==> config.mk <==
export PLATFORM = sky130hd
export DESIGN_NAME = frontend_top
export DESIGN_NICKNAME = d
export VERILOG_FILES = /design/src/frontend_pkg.sv /design/src/decode_stage.sv /design/src/fetch_pc_gen.sv /design/src/fetch_unit.sv /design/src/frontend_top.sv /design/src/inst_decoder.sv /design/src/issue_fifo.sv
export SDC_FILE = /design/constraint.sdc
export NUM_CORES = 1
export LEC_CHECK = 0
export BUFFER_PORTS_ARGS = -buffer_cell sky130_fd_sc_hd__buf_4
export CAP_MARGIN = 20
export CORE_ASPECT_RATIO = 0.5
export CORE_MARGIN = 10
export CORE_UTILIZATION = 60
export DETAILED_ROUTE_END_ITERATION = 8
export GPL_TIMING_DRIVEN = 0
export PLACE_DENSITY = 0.8
export SLEW_MARGIN = 20
export SYNTH_ARGS = -nofsm -noshare
export SYNTH_HDL_FRONTEND = slang
export SYNTH_SLANG_ARGS = --single-unit
==> constraint.sdc <==
create_clock -name clk -period 31.7 [get_ports clk]
set_clock_uncertainty 0.1 [all_clocks]
set_input_delay 6.34 -clock clk [delete_from_list [all_inputs] [get_ports clk]]
set_output_delay 6.34 -clock clk [all_outputs]
set_load 0.005 [all_outputs]
==> src/frontend_pkg.sv <==
package frontend_pkg;

  localparam logic [31:0] RESET_PC = 32'h1c000000;

  typedef logic [31:0] addr_t;
  typedef logic [31:0] word_t;
  typedef logic [4:0]  reg_idx_t;

  // Exception flags carried with each fetched pair
  typedef struct packed {
    logic adef; // PC not word aligned
    logic ine;  // Illegal instruction
  } fetch_excp_t;

  typedef enum logic [3:0] {
    ILLEGAL,
    ALU_3R,
    ALU_I12,
    LOAD,
    STORE,
    LUI,
    BRANCH,
    JUMP,
    JUMP_LINK
  } inst_class_e;

  // Zero index means the port is unused
  typedef struct packed {
    reg_idx_t r0;
    reg_idx_t r1;
    reg_idx_t w;
  } reg_info_t;

  // Issue FIFO payload
  typedef struct packed {
    addr_t       pc;
    word_t       inst;
    inst_class_e cls;
    reg_info_t   reg_info;
    logic [25:0] imm;
    fetch_excp_t excp;
  } inst_pkt_t;

endpackage

==> src/decode_stage.sv <==
`timescale 1ns/1ns

module decode_stage (
  input  logic                          clk,
  input  logic                          rst_n,
  input  logic                          flush_i,
  input  logic [1:0]                    fetch_valid_i,
  input  frontend_pkg::addr_t           fetch_pc_i,
  input  frontend_pkg::word_t [1:0]     fetch_words_i,
  input  frontend_pkg::fetch_excp_t     fetch_excp_i,
  input  logic                          wr_ready_i,
  output logic                          take_o,
  output logic [1:0]                    wr_num_o,
  output frontend_pkg::inst_pkt_t [1:0] wr_pkt_o
);

  logic [1:0]                    valid_q;
  frontend_pkg::addr_t           pc_q;
  frontend_pkg::word_t [1:0]     words_q;
  logic                          adef_q;
  frontend_pkg::inst_pkt_t [1:0] pkt;

  assign take_o = wr_ready_i;

  always_ff @(posedge clk) begin
    if (!rst_n || flush_i) begin
      valid_q <= 2'b00;
    end else if (wr_ready_i) begin
      valid_q <= fetch_valid_i;
    end
  end

  always_ff @(posedge clk) begin
    if (wr_ready_i) begin
      pc_q    <= fetch_pc_i;
      words_q <= fetch_words_i;
      adef_q  <= fetch_excp_i.adef;
    end
  end

  for (genvar p = 0; p < 2; p++) begin : g_slot
    frontend_pkg::inst_class_e cls;
    frontend_pkg::reg_info_t   reg_info;

    inst_decoder u_dec (
      .inst_i     (words_q[p]),
      .cls_o      (cls),
      .reg_info_o (reg_info)
    );

    always_comb begin
      pkt[p].pc        = {pc_q[31:3], 1'(p), pc_q[1:0]}; // Slot picks bit 2
      pkt[p].inst      = words_q[p];
      pkt[p].cls       = cls;
      pkt[p].reg_info  = reg_info;
      pkt[p].imm       = words_q[p][25:0];
      pkt[p].excp.adef = adef_q;
      pkt[p].excp.ine  = (cls == frontend_pkg::ILLEGAL);
    end
  end

  assign wr_num_o = 2'(valid_q[0]) + 2'(valid_q[1]);

  // First valid packet goes to lane 0
  assign wr_pkt_o[0] = valid_q[0] ? pkt[0] : pkt[1];
  assign wr_pkt_o[1] = pkt[1];

endmodule

==> src/fetch_pc_gen.sv <==
`timescale 1ns/1ns

module fetch_pc_gen (
  input  logic                clk,
  input  logic                rst_n,
  input  logic                redirect_i,
  input  frontend_pkg::addr_t redirect_pc_i,
  input  logic                wait_i,
  input  logic                int_i,
  input  logic                advance_i,
  output frontend_pkg::addr_t pc_o,
  output logic [1:0]          valid_mask_o,
  output logic                stall_o
);

  frontend_pkg::addr_t pc_q;
  logic                pc_valid_q;
  logic                stall_q;

  // Redirect target loaded as is, low bits included
  always_ff @(posedge clk) begin
    if (!rst_n) begin
      pc_q <= frontend_pkg::RESET_PC;
    end else if (redirect_i) begin
      pc_q <= redirect_pc_i;
    end else if (advance_i) begin
      pc_q <= {pc_q[31:3] + 29'd1, 3'b000};
    end
  end

  // First cycle out of reset issues nothing
  always_ff @(posedge clk) begin
    if (!rst_n) begin
      pc_valid_q <= 1'b0;
    end else begin
      pc_valid_q <= 1'b1;
    end
  end

  always_ff @(posedge clk) begin
    if (!rst_n) begin
      stall_q <= 1'b0;
    end else if (wait_i && !int_i) begin
      stall_q <= 1'b1;
    end else if (int_i) begin
      stall_q <= 1'b0; // Interrupt wakes the front end
    end
  end

  always_comb begin
    if (!pc_valid_q) begin
      valid_mask_o = 2'b00;
    end else if (pc_q[2]) begin
      valid_mask_o = 2'b10; // Entered at the upper slot
    end else begin
      valid_mask_o = 2'b11;
    end
  end

  assign pc_o    = pc_q;
  assign stall_o = stall_q;

endmodule

==> src/fetch_unit.sv <==
`timescale 1ns/1ns

module fetch_unit (
  input  logic                          clk,
  input  logic                          rst_n,
  input  logic                          flush_i,
  input  frontend_pkg::addr_t           pc_i,
  input  logic [1:0]                    valid_mask_i,
  input  logic                          stall_i,
  output logic                          advance_o,
  output logic                          imem_req_o,
  output frontend_pkg::addr_t           imem_addr_o,
  input  logic                          imem_resp_valid_i,
  input  frontend_pkg::word_t [1:0]     imem_resp_data_i,
  input  logic                          take_i,
  output logic [1:0]                    fetch_valid_o,
  output frontend_pkg::addr_t           fetch_pc_o,
  output frontend_pkg::word_t [1:0]     fetch_words_o,
  output frontend_pkg::fetch_excp_t     fetch_excp_o
);

  logic                      busy_q;
  logic                      stale_q;
  frontend_pkg::addr_t       req_pc_q;
  logic [1:0]                req_mask_q;
  logic                      req_adef_q;
  logic [1:0]                out_valid_q;
  frontend_pkg::addr_t       out_pc_q;
  frontend_pkg::word_t [1:0] out_words_q;
  frontend_pkg::fetch_excp_t out_excp_q;
  logic                      issue;
  logic                      resp_ok;

  // Take also frees the output register, so ready covers both conditions
  assign issue = (|valid_mask_i) && !busy_q && !stall_i && !flush_i && take_i;

  assign advance_o   = issue;
  assign imem_req_o  = issue;
  assign imem_addr_o = {pc_i[31:3], 3'b000};

  always_ff @(posedge clk) begin
    if (!rst_n) begin
      busy_q <= 1'b0;
    end else if (issue) begin
      busy_q <= 1'b1;
    end else if (imem_resp_valid_i) begin
      busy_q <= 1'b0;
    end
  end

  // Request in flight across a flush has its response dropped
  always_ff @(posedge clk) begin
    if (!rst_n) begin
      stale_q <= 1'b0;
    end else if (imem_resp_valid_i) begin
      stale_q <= 1'b0;
    end else if (flush_i && busy_q) begin
      stale_q <= 1'b1;
    end
  end

  always_ff @(posedge clk) begin
    if (issue) begin
      req_pc_q   <= pc_i;
      req_mask_q <= valid_mask_i;
      req_adef_q <= |pc_i[1:0];
    end
  end

  assign resp_ok = imem_resp_valid_i && !stale_q && !flush_i;

  always_ff @(posedge clk) begin
    if (!rst_n || flush_i) begin
      out_valid_q <= 2'b00;
    end else if (resp_ok) begin
      out_valid_q <= req_mask_q;
    end else if (take_i) begin
      out_valid_q <= 2'b00;
    end
  end

  always_ff @(posedge clk) begin
    if (resp_ok) begin
      out_pc_q        <= req_pc_q;
      out_words_q     <= imem_resp_data_i;
      out_excp_q.adef <= req_adef_q;
      out_excp_q.ine  <= 1'b0; // Set later by decode
    end
  end

  assign fetch_valid_o = out_valid_q;
  assign fetch_pc_o    = out_pc_q;
  assign fetch_words_o = out_words_q;
  assign fetch_excp_o  = out_excp_q;

endmodule

==> src/frontend_top.sv <==
`timescale 1ns/1ns

module frontend_top #(
  parameter int FIFO_DEPTH = 4
) (
  input  logic                          clk,
  input  logic                          rst_n,
  output logic                          imem_req_o,
  output frontend_pkg::addr_t           imem_addr_o,
  input  logic                          imem_resp_valid_i,
  input  frontend_pkg::word_t [1:0]     imem_resp_data_i,
  input  logic                          redirect_i,
  input  frontend_pkg::addr_t           redirect_pc_i,
  input  logic                          wait_i,
  input  logic                          int_i,
  output logic [1:0]                    issue_valid_o,
  output frontend_pkg::inst_pkt_t [1:0] issue_pkt_o,
  input  logic [1:0]                    issue_take_i
);

  frontend_pkg::addr_t           pc;
  logic [1:0]                    valid_mask;
  logic                          stall;
  logic                          advance;
  logic                          take;
  logic [1:0]                    fetch_valid;
  frontend_pkg::addr_t           fetch_pc;
  frontend_pkg::word_t [1:0]     fetch_words;
  frontend_pkg::fetch_excp_t     fetch_excp;
  logic                          wr_ready;
  logic [1:0]                    wr_num;
  frontend_pkg::inst_pkt_t [1:0] wr_pkt;

  fetch_pc_gen u_pc_gen (
    .clk           (clk),
    .rst_n         (rst_n),
    .redirect_i    (redirect_i),
    .redirect_pc_i (redirect_pc_i),
    .wait_i        (wait_i),
    .int_i         (int_i),
    .advance_i     (advance),
    .pc_o          (pc),
    .valid_mask_o  (valid_mask),
    .stall_o       (stall)
  );

  fetch_unit u_fetch (
    .clk               (clk),
    .rst_n             (rst_n),
    .flush_i           (redirect_i),
    .pc_i              (pc),
    .valid_mask_i      (valid_mask),
    .stall_i           (stall),
    .advance_o         (advance),
    .imem_req_o        (imem_req_o),
    .imem_addr_o       (imem_addr_o),
    .imem_resp_valid_i (imem_resp_valid_i),
    .imem_resp_data_i  (imem_resp_data_i),
    .take_i            (take),
    .fetch_valid_o     (fetch_valid),
    .fetch_pc_o        (fetch_pc),
    .fetch_words_o     (fetch_words),
    .fetch_excp_o      (fetch_excp)
  );

  decode_stage u_decode (
    .clk           (clk),
    .rst_n         (rst_n),
    .flush_i       (redirect_i),
    .fetch_valid_i (fetch_valid),
    .fetch_pc_i    (fetch_pc),
    .fetch_words_i (fetch_words),
    .fetch_excp_i  (fetch_excp),
    .wr_ready_i    (wr_ready),
    .take_o        (take),
    .wr_num_o      (wr_num),
    .wr_pkt_o      (wr_pkt)
  );

  issue_fifo #(
    .FIFO_DEPTH (FIFO_DEPTH)
  ) u_fifo (
    .clk        (clk),
    .rst_n      (rst_n),
    .flush_i    (redirect_i),
    .wr_num_i   (wr_num),
    .wr_pkt_i   (wr_pkt),
    .wr_ready_o (wr_ready),
    .rd_valid_o (issue_valid_o),
    .rd_pkt_o   (issue_pkt_o),
    .rd_take_i  (issue_take_i)
  );

endmodule

==> src/inst_decoder.sv <==
`timescale 1ns/1ns

module inst_decoder (
  input  frontend_pkg::word_t       inst_i,
  output frontend_pkg::inst_class_e cls_o,
  output frontend_pkg::reg_info_t   reg_info_o
);

  frontend_pkg::reg_idx_t rd;
  frontend_pkg::reg_idx_t rj;
  frontend_pkg::reg_idx_t rk;
  logic [16:0]            op17;
  logic [9:0]             op10;
  logic [6:0]             op7;
  logic [5:0]             op6;

  assign rd = inst_i[4:0];
  assign rj = inst_i[9:5];
  assign rk = inst_i[14:10];

  assign op17 = inst_i[31:15];
  assign op10 = inst_i[31:22];
  assign op7  = inst_i[31:25];
  assign op6  = inst_i[31:26];

  // Opcode groups do not overlap, so order is free
  always_comb begin
    if (op17 == 17'h00020 || op17 == 17'h00022) begin
      cls_o = frontend_pkg::ALU_3R; // ADD.W, SUB.W
    end else if (op10 == 10'h00a) begin
      cls_o = frontend_pkg::ALU_I12;
    end else if (op10 == 10'h0a2) begin
      cls_o = frontend_pkg::LOAD;
    end else if (op10 == 10'h0a6) begin
      cls_o = frontend_pkg::STORE;
    end else if (op7 == 7'h0a) begin
      cls_o = frontend_pkg::LUI;
    end else if (op6 == 6'h14) begin
      cls_o = frontend_pkg::JUMP;
    end else if (op6 == 6'h15) begin
      cls_o = frontend_pkg::JUMP_LINK;
    end else if (op6 == 6'h16 || op6 == 6'h17) begin
      cls_o = frontend_pkg::BRANCH; // BEQ, BNE
    end else begin
      cls_o = frontend_pkg::ILLEGAL;
    end
  end

  always_comb begin
    reg_info_o = '0;
    case (cls_o)
      frontend_pkg::ALU_3R: begin
        reg_info_o.r0 = rk;
        reg_info_o.r1 = rj;
        reg_info_o.w  = rd;
      end
      frontend_pkg::ALU_I12, frontend_pkg::LOAD: begin
        reg_info_o.r1 = rj;
        reg_info_o.w  = rd;
      end
      frontend_pkg::STORE, frontend_pkg::BRANCH: begin
        reg_info_o.r0 = rd; // Store data or compare operand
        reg_info_o.r1 = rj;
      end
      frontend_pkg::LUI: begin
        reg_info_o.w = rd;
      end
      frontend_pkg::JUMP_LINK: begin
        reg_info_o.w = 5'd1; // Link register
      end
      default: begin
        reg_info_o = '0;
      end
    endcase
  end

endmodule

==> src/issue_fifo.sv <==
`timescale 1ns/1ns

module issue_fifo #(
  parameter int FIFO_DEPTH = 4
) (
  input  logic                          clk,
  input  logic                          rst_n,
  input  logic                          flush_i,
  input  logic [1:0]                    wr_num_i,
  input  frontend_pkg::inst_pkt_t [1:0] wr_pkt_i,
  output logic                          wr_ready_o,
  output logic [1:0]                    rd_valid_o,
  output frontend_pkg::inst_pkt_t [1:0] rd_pkt_o,
  input  logic [1:0]                    rd_take_i
);

  localparam int ENTRIES = 2 * FIFO_DEPTH;
  localparam int PTR_W   = $clog2(ENTRIES);
  localparam int IDX_W   = PTR_W - 1;
  localparam int CNT_W   = PTR_W + 1;

  // Entry parity selects the bank
  frontend_pkg::inst_pkt_t bank_q [2][FIFO_DEPTH];

  logic [PTR_W-1:0] wr_ptr_q;
  logic [PTR_W-1:0] rd_ptr_q;
  logic [CNT_W-1:0] count_q;
  logic [1:0]       wr_n;
  logic [1:0]       rd_n;
  logic [1:0]       taken;

  assign wr_ready_o = count_q <= CNT_W'(ENTRIES - 2);

  assign wr_n  = (wr_ready_o && !flush_i) ? wr_num_i : 2'd0;
  assign taken = rd_take_i & rd_valid_o;
  assign rd_n  = flush_i ? 2'd0 : 2'(taken[0]) + 2'(taken[1]);

  for (genvar b = 0; b < 2; b++) begin : g_bank
    logic             lane;
    logic [PTR_W-1:0] entry;
    logic [IDX_W-1:0] idx;

    assign lane  = wr_ptr_q[0] ^ 1'(b); // Lane landing in this bank
    assign entry = wr_ptr_q + PTR_W'(lane);
    assign idx   = entry[PTR_W-1:1];

    always_ff @(posedge clk) begin
      if (wr_n > 2'(lane)) begin
        bank_q[b][idx] <= wr_pkt_i[lane];
      end
    end
  end

  for (genvar l = 0; l < 2; l++) begin : g_rd
    logic [PTR_W-1:0] entry;
    logic [IDX_W-1:0] idx;

    assign entry         = rd_ptr_q + PTR_W'(l);
    assign idx           = entry[PTR_W-1:1];
    assign rd_pkt_o[l]   = bank_q[entry[0]][idx];
    assign rd_valid_o[l] = count_q > CNT_W'(l);
  end

  always_ff @(posedge clk) begin
    if (!rst_n || flush_i) begin
      wr_ptr_q <= '0;
      rd_ptr_q <= '0;
      count_q  <= '0;
    end else begin
      wr_ptr_q <= wr_ptr_q + PTR_W'(wr_n);
      rd_ptr_q <= rd_ptr_q + PTR_W'(rd_n);
      count_q  <= count_q + CNT_W'(wr_n) - CNT_W'(rd_n);
    end
  end

endmodule

# --- Word-level counts from Yosys, hierarchy flattened ---
# Memory sizes are Yosys's and may differ from the RTL's. A register that Yosys moved wholly into a read port is not among the register bits.
# Index checks and enable logic that the tools add are counted.
totals:
  ff_bits: 279
  mem_bits_rw: 888
  input_bits: 104
  output_inout_bits: 257
  wordCells: 178
  n_memories: 1
classes:
  n_addsub: 10
  magnitude_cmp: 13
  n_eq_ne: 34
  mux: 55
  bitwise: 7
  n_reduce_logical: 37
mem_list:
  columns: ["name", "words", "width", "rd", "rd_clocked_by_memory_dff", "wr", "line", "rtl"]
  rows:
  - ["u_fifo.bank_q", 2, 444, 2, 1, 2, "issue_fifo.sv:23", "frontend_pkg::inst_pkt_t bank_q [2][FIFO_DEPTH];"]
ops:
  columns: ["op", "count"]
  rows:
  - ["two-way mux 111 bit", 8]
  - ["two-way mux 444 bit", 2]
  - ["binary-select mux 111 bit (select 2 bit)", 2]
  - ["demux 111 bit (select 2 bit)", 2]
  - ["two-way mux 82 bit", 3]
  - ["== test 17 x 6 -> 1 bit, second input constant", 4]
  - ["two-way mux 32 bit", 2]
  - ["two-way mux 4 bit", 14]
  - ["== test 6 x 5 -> 1 bit, second input constant", 8]
  - ["== test 10 x 8 -> 1 bit, second input constant", 4]
  - ["one-hot mux 5 bit (2 select lines)", 4]
  - ["adder 29 x 1 -> 29 bit, second input constant", 1]
  - ["== test 4 x 3 -> 1 bit, second input constant", 6]
  - ["== test 10 x 4 -> 1 bit, second input constant", 2]
  - ["== test 4 x 2 -> 1 bit, second input constant", 4]
  - ["== test 7 x 4 -> 1 bit, second input constant", 2]
  - [">= comparator 3 bit, second input constant", 4]
  - ["NOT 2 -> 3 bit", 4]
  - ["logical AND 1 bit", 11]
  - ["two-way mux 2 bit", 5]
  - ["two-way mux 5 bit", 2]
  - ["OR reduction 2 bit", 5]
  - ["OR reduction 5 bit", 2]
  - ["two-way mux 1 bit", 9]
  - ["21 further kinds", 46]

# --- Longest topological paths before layout ---
logic_depth:
  word_depth: 16
  mapped_depth: 14
  mapped_depth_nobuf: 14

# --- Modules after synthesis ---
# From an unflattened synthesis, not the netlist that was laid out.
hier_totals:
  hier_cells: 2856
  hier_area_um2: 55922.4
modules_own_cells:
  columns: ["module", "n_inst", "cells_each", "area_each_um2", "seq_area_each_um2"]
  rows:
  - ["issue_fifo", 1, 2011, 43719.4, 26865.8]
  - ["decode_stage", 1, 317, 5006.1, 2922.8]
  - ["fetch_unit", 1, 188, 4443.0, 4043.9]
  - ["fetch_pc_gen", 1, 228, 1898.1, 680.7]
  - ["inst_decoder", 2, 56, 427.9, 0.0]

# --- Worst setup path after synthesis ---
# No wires, ideal clock.
synth_path:
  path_kind: "input to output"
  from: "input redirect_i"
  to: "output imem_req_o"
  arrival_time_ps: 7933
  setup_slack_ps: 17327
  cell_stages: 7
  n_path_buf: 4
  path_cell_list: "buf_6 -> or4b_4 -> or3_1 -> buf_2 -> clkinv_2 -> buf_4 -> buf_4"
synth_via:
  elab_chain_len: 3
synth_lines:
  columns: ["element", "line", "rtl"]
  rows:
  - ["from (decl)", "frontend_top.sv:12", "input logic redirect_i,"]
  - ["logical NOT 1 bit", "fetch_unit.sv:35", "assign issue = (|valid_mask_i) && !busy_q && !stall_i && !flush_i && take_i;"]
  - ["logical AND 1 bit (2 in a row)", "fetch_unit.sv:35", null]
  - ["to (decl)", "frontend_top.sv:8", "output logic imem_req_o,"]
# No other way between the ends.

# --- Worst setup path after layout ---
# Same ends and word-level chain as after synthesis.

==> impl_metrics.env <==
export IMPL_max_vdd_ir_drop_mv=0.0400
export IMPL_synth_edff_count=906
export IMPL_fp_dieArea_um2=82100
export IMPL_grt_pass1_wl_mm=179
export IMPL_cpMostUsedCell="buf_4"
export IMPL_crit_family="buffers and inverters"
export IMPL_syn_avg_cell_area_um2=18.5
export IMPL_power_density_nw_per_um2=56.4
export IMPL_final_cell_area_um2=50000
export IMPL_clock_fmax_ghz=0.0670
export IMPL_first_iter_violations=4090
export IMPL_synthFlopType="edfxtp_1"
export IMPL_fp_dieW_um=395
export IMPL_met2_usage_pct=49.3
export IMPL_routedWlPerCell_um=32.2
export IMPL_gr_usage_met3_pct=7.50
export IMPL_grt_ovfl_total=0
export IMPL_yosys_register_bits=956
export IMPL_cts_hold_buf=0
export IMPL_cp_buffers_inverters=6
export IMPL_critPathArrivalTime_ps=8480
export IMPL_rsz0062_at_grt="no"
export IMPL_grt_use_total_pct=29.5
export IMPL_vias=25900
export IMPL_cts_buffers=82
export IMPL_cp_max_fo=44
export IMPL_crit_chain="buf_6 -> or4b_4 -> or3_1 -> buf_2 -> clkinv_2 -> buf_4 -> buf_4 -> buf_4"
export IMPL_use_met1_pct=36.8
export IMPL_wl_mm=123
export IMPL_yosysUniqueCellTypes=67
export IMPL_busiest_layer="met2"
export IMPL_async_flop_share_pct=0
export IMPL_worst_pin_slew_ps=1170
export IMPL_drtPass1Iterations=9
export IMPL_ioPinCount=361
export IMPL_placed_cells=3657
export IMPL_grt_max_degree=70
export IMPL_final_hold_violation_count=0
export IMPL_cts_resized=0
export IMPL_critPathSlowestCell="buf_4"
export IMPL_cp_slowest_stage_delay_ps=550
export IMPL_leakagePower_nw=16.7
export IMPL_cts_buffer_depth=3
export IMPL_endpoint_kind="primary output"
export IMPL_whs_ps=309
export IMPL_rows=68
export IMPL_place_area_um2=47300
export IMPL_synth_area_um2=42300
export IMPL_place_congestion=0.941
export IMPL_period_needed_ps=14920
export IMPL_core_area_um2=69300
export IMPL_final_layout_size_suffix_gt1_share_pct=41.7
export IMPL_timing_setup_tns_ps=0
export IMPL_clk_insertion_delay_late_ps=660
export IMPL_critPathKind="in -> out"
export IMPL_drc=0
export IMPL_dp_slack_ps=16790
export IMPL_min_period_over_period_pct=47.1
export IMPL_area_growth_syn_to_layout_pct=18.3
export IMPL_fin_ws_ps=16780
export IMPL_slew_viol_final=0
export IMPL_cts_setup_buffers=0
export IMPL_ys_seq_area_share_pct=66.7
export IMPL_status="completed"
export IMPL_nNetsFinal=2920
export IMPL_yosys_warnings=0
export IMPL_maxCapViolCount=0
export IMPL_die_h_um=208
export IMPL_cp_start_kind="input port"
export IMPL_dpl_hpwl_mm=84.7
export IMPL_viasPerCell=6.79
export IMPL_cp_required_ps=25260
export IMPL_grt_pass1_vias=26700
export IMPL_netlist_instances=2290
export IMPL_hp_class="reg -> reg"
export IMPL_cts_tree="yes"
export IMPL_fin_cells=3809
export IMPL_relSlewSlack_pct=21.7
export IMPL_drtAntennaViolNets=0
export IMPL_antenna_found_initial=2
export IMPL_htreeDepth=3
export IMPL_start_util_pct=61.0
export IMPL_setup_viol=0
export IMPL_ctsRootBufferMaster="clkbuf_16"
export IMPL_portBuffers=356
export IMPL_cts_sinks=956
export IMPL_clk_pin_slew_ps=70
[Yosys cell counts (12+ instances only)]
library cell | n | area share, %
nand2_1 | 201 | 1.8
buf_4 | 86 | 1.5
dfxtp_1 | 50 | 2.4
a21oi_1 | 34 | 0.40
buf_2 | 15 | 0.18
nor2_1 | 43 | 0.38
xor2_1 | 18 | 0.37
nor3_1 | 18 | 0.21
clkbuf_1 | 86 | 0.76
mux4_2 | 340 | 18
o21ai_0 | 34 | 0.40
edfxtp_1 | 906 | 64
o211ai_1 | 12 | 0.21
inv_1 | 28 | 0.25
mux2_2 | 170 | 4.5
ha_1 | 15 | 0.44
o22ai_1 | 18 | 0.27
nand4_1 | 15 | 0.22
nand3_1 | 38 | 0.45
buf_1 | 32 | 0.28
[placed cells by master, fill, tap and decap left out, drive strengths merged, types with 15 or more instances in the layout]
cell | netlist | routed
o21ai | 36 | 36
a21oi | 34 | 34
nor2 | 43 | 43
nand4 | 15 | 15
inv | 30 | 31
ha | 15 | 15
edfxtp | 906 | 906
xor2 | 18 | 18
clkbuf | 86 | 194
buf | 134 | 546
mux2 | 170 | 170
mux4 | 340 | 340
o22ai | 18 | 18
nand2 | 202 | 202
clkinv | 1 | 36
nor3 | 18 | 18
dfxtp | 50 | 50
nand3 | 38 | 38
[power by group]
group | internal (mW) | switching [mW]
sequential | 1.45 | 0.0475
clock | 0.555 | 0.460
combinational | 0.138 | 0.164
total | 2.15 | 0.671
[worst register-to-register path, stage by stage, from the launching register on]
cell and delay (ps):
dfxtp_1 320, inv_1 60, ha_1 180, and3_1 220, or2_2 380, inv_6 330, buf_16 360, nand3_1 250
ha_1 380, nor2b_1 180, o21ai_0 230, nor2_4 580, buf_16 240, buf_16 180, buf_16 190, buf_16 200
[path summary, 6_finish.rpt]
kind / start / depth (start not counted) / endpoint / slack, ps
worst max-delay path: redirect_i / 8 / imem_req_o / 16780
worst min-delay path: u_fetch.fetch_words_o[17] / 0 / u_decode.pkt[19] / 310
worst max register to register: u_fifo.count_q[3] / 15 / u_fifo.bank_q[1][315] / 27010
worst min register to register: u_fetch.fetch_words_o[17] / 0 / u_decode.pkt[19] / 310
[sequential cells by signal, indices dropped and copies added (netlist names), 31 cells and up]
name	flops
u_fetch.fetch_words_o	64
u_decode.pc_q	31
u_fifo.bank_q	680
u_decode.pkt	32
u_decode.wr_pkt_o	32
u_fetch.fetch_pc_o	31
u_fetch.req_pc_q	31
u_pc_gen.pc_o	32
[per-stage QoR]
| stage | util, % | power [mW] |
|---|---|---|
| after floorplan | - | 1.68 |
| after global routing | 72.1 | 2.89 |
| after detailed placement | 68.2 | 1.82 |
| final | 72.1 | 2.82 |
| after global placement | 66.5 | 1.81 |
| after CTS | 72.1 | 2.82 |
[metal layers]
metal,up-vias,part of all wire [%]
li1,10300,-
met3,397,11
met1,13100,34
met4,6,4.5
met5,-,0.035
met2,2045,50
[area by class of cell]
type / instances / area (um^2)
diodes: 1 / 2.50
plain buffers: 220 / 1190
clock buffers: 99 / 2160
clock inverters: 51 / 513
fillers: 4001 / 19300
inverters: 31 / 128
multi-input cells: 1085 / 12900
flip-flops and latches: 956 / 28200
well taps: 945 / 1180
repair buffers: 421 / 3770
[cell families (layout without fill, tap and decap cells)]
group / after synthesis / in the layout / synth area share, %
flip-flops: 956 / 956 / 66.7
multiplexers: 512 / 512 / 22.7
AND/OR/NAND/NOR: 386 / 386 / 4.29
buffers and inverters: 251 / 822 / 3.06
AO/OA/AOI/OAI: 144 / 144 / 2.16
XOR/XNOR: 21 / 21 / 0.435
adder cells (fa/ha/maj): 19 / 19 / 0.633
other: 1 / 4 / 0.00887
(Power assumes the default switching activity.)
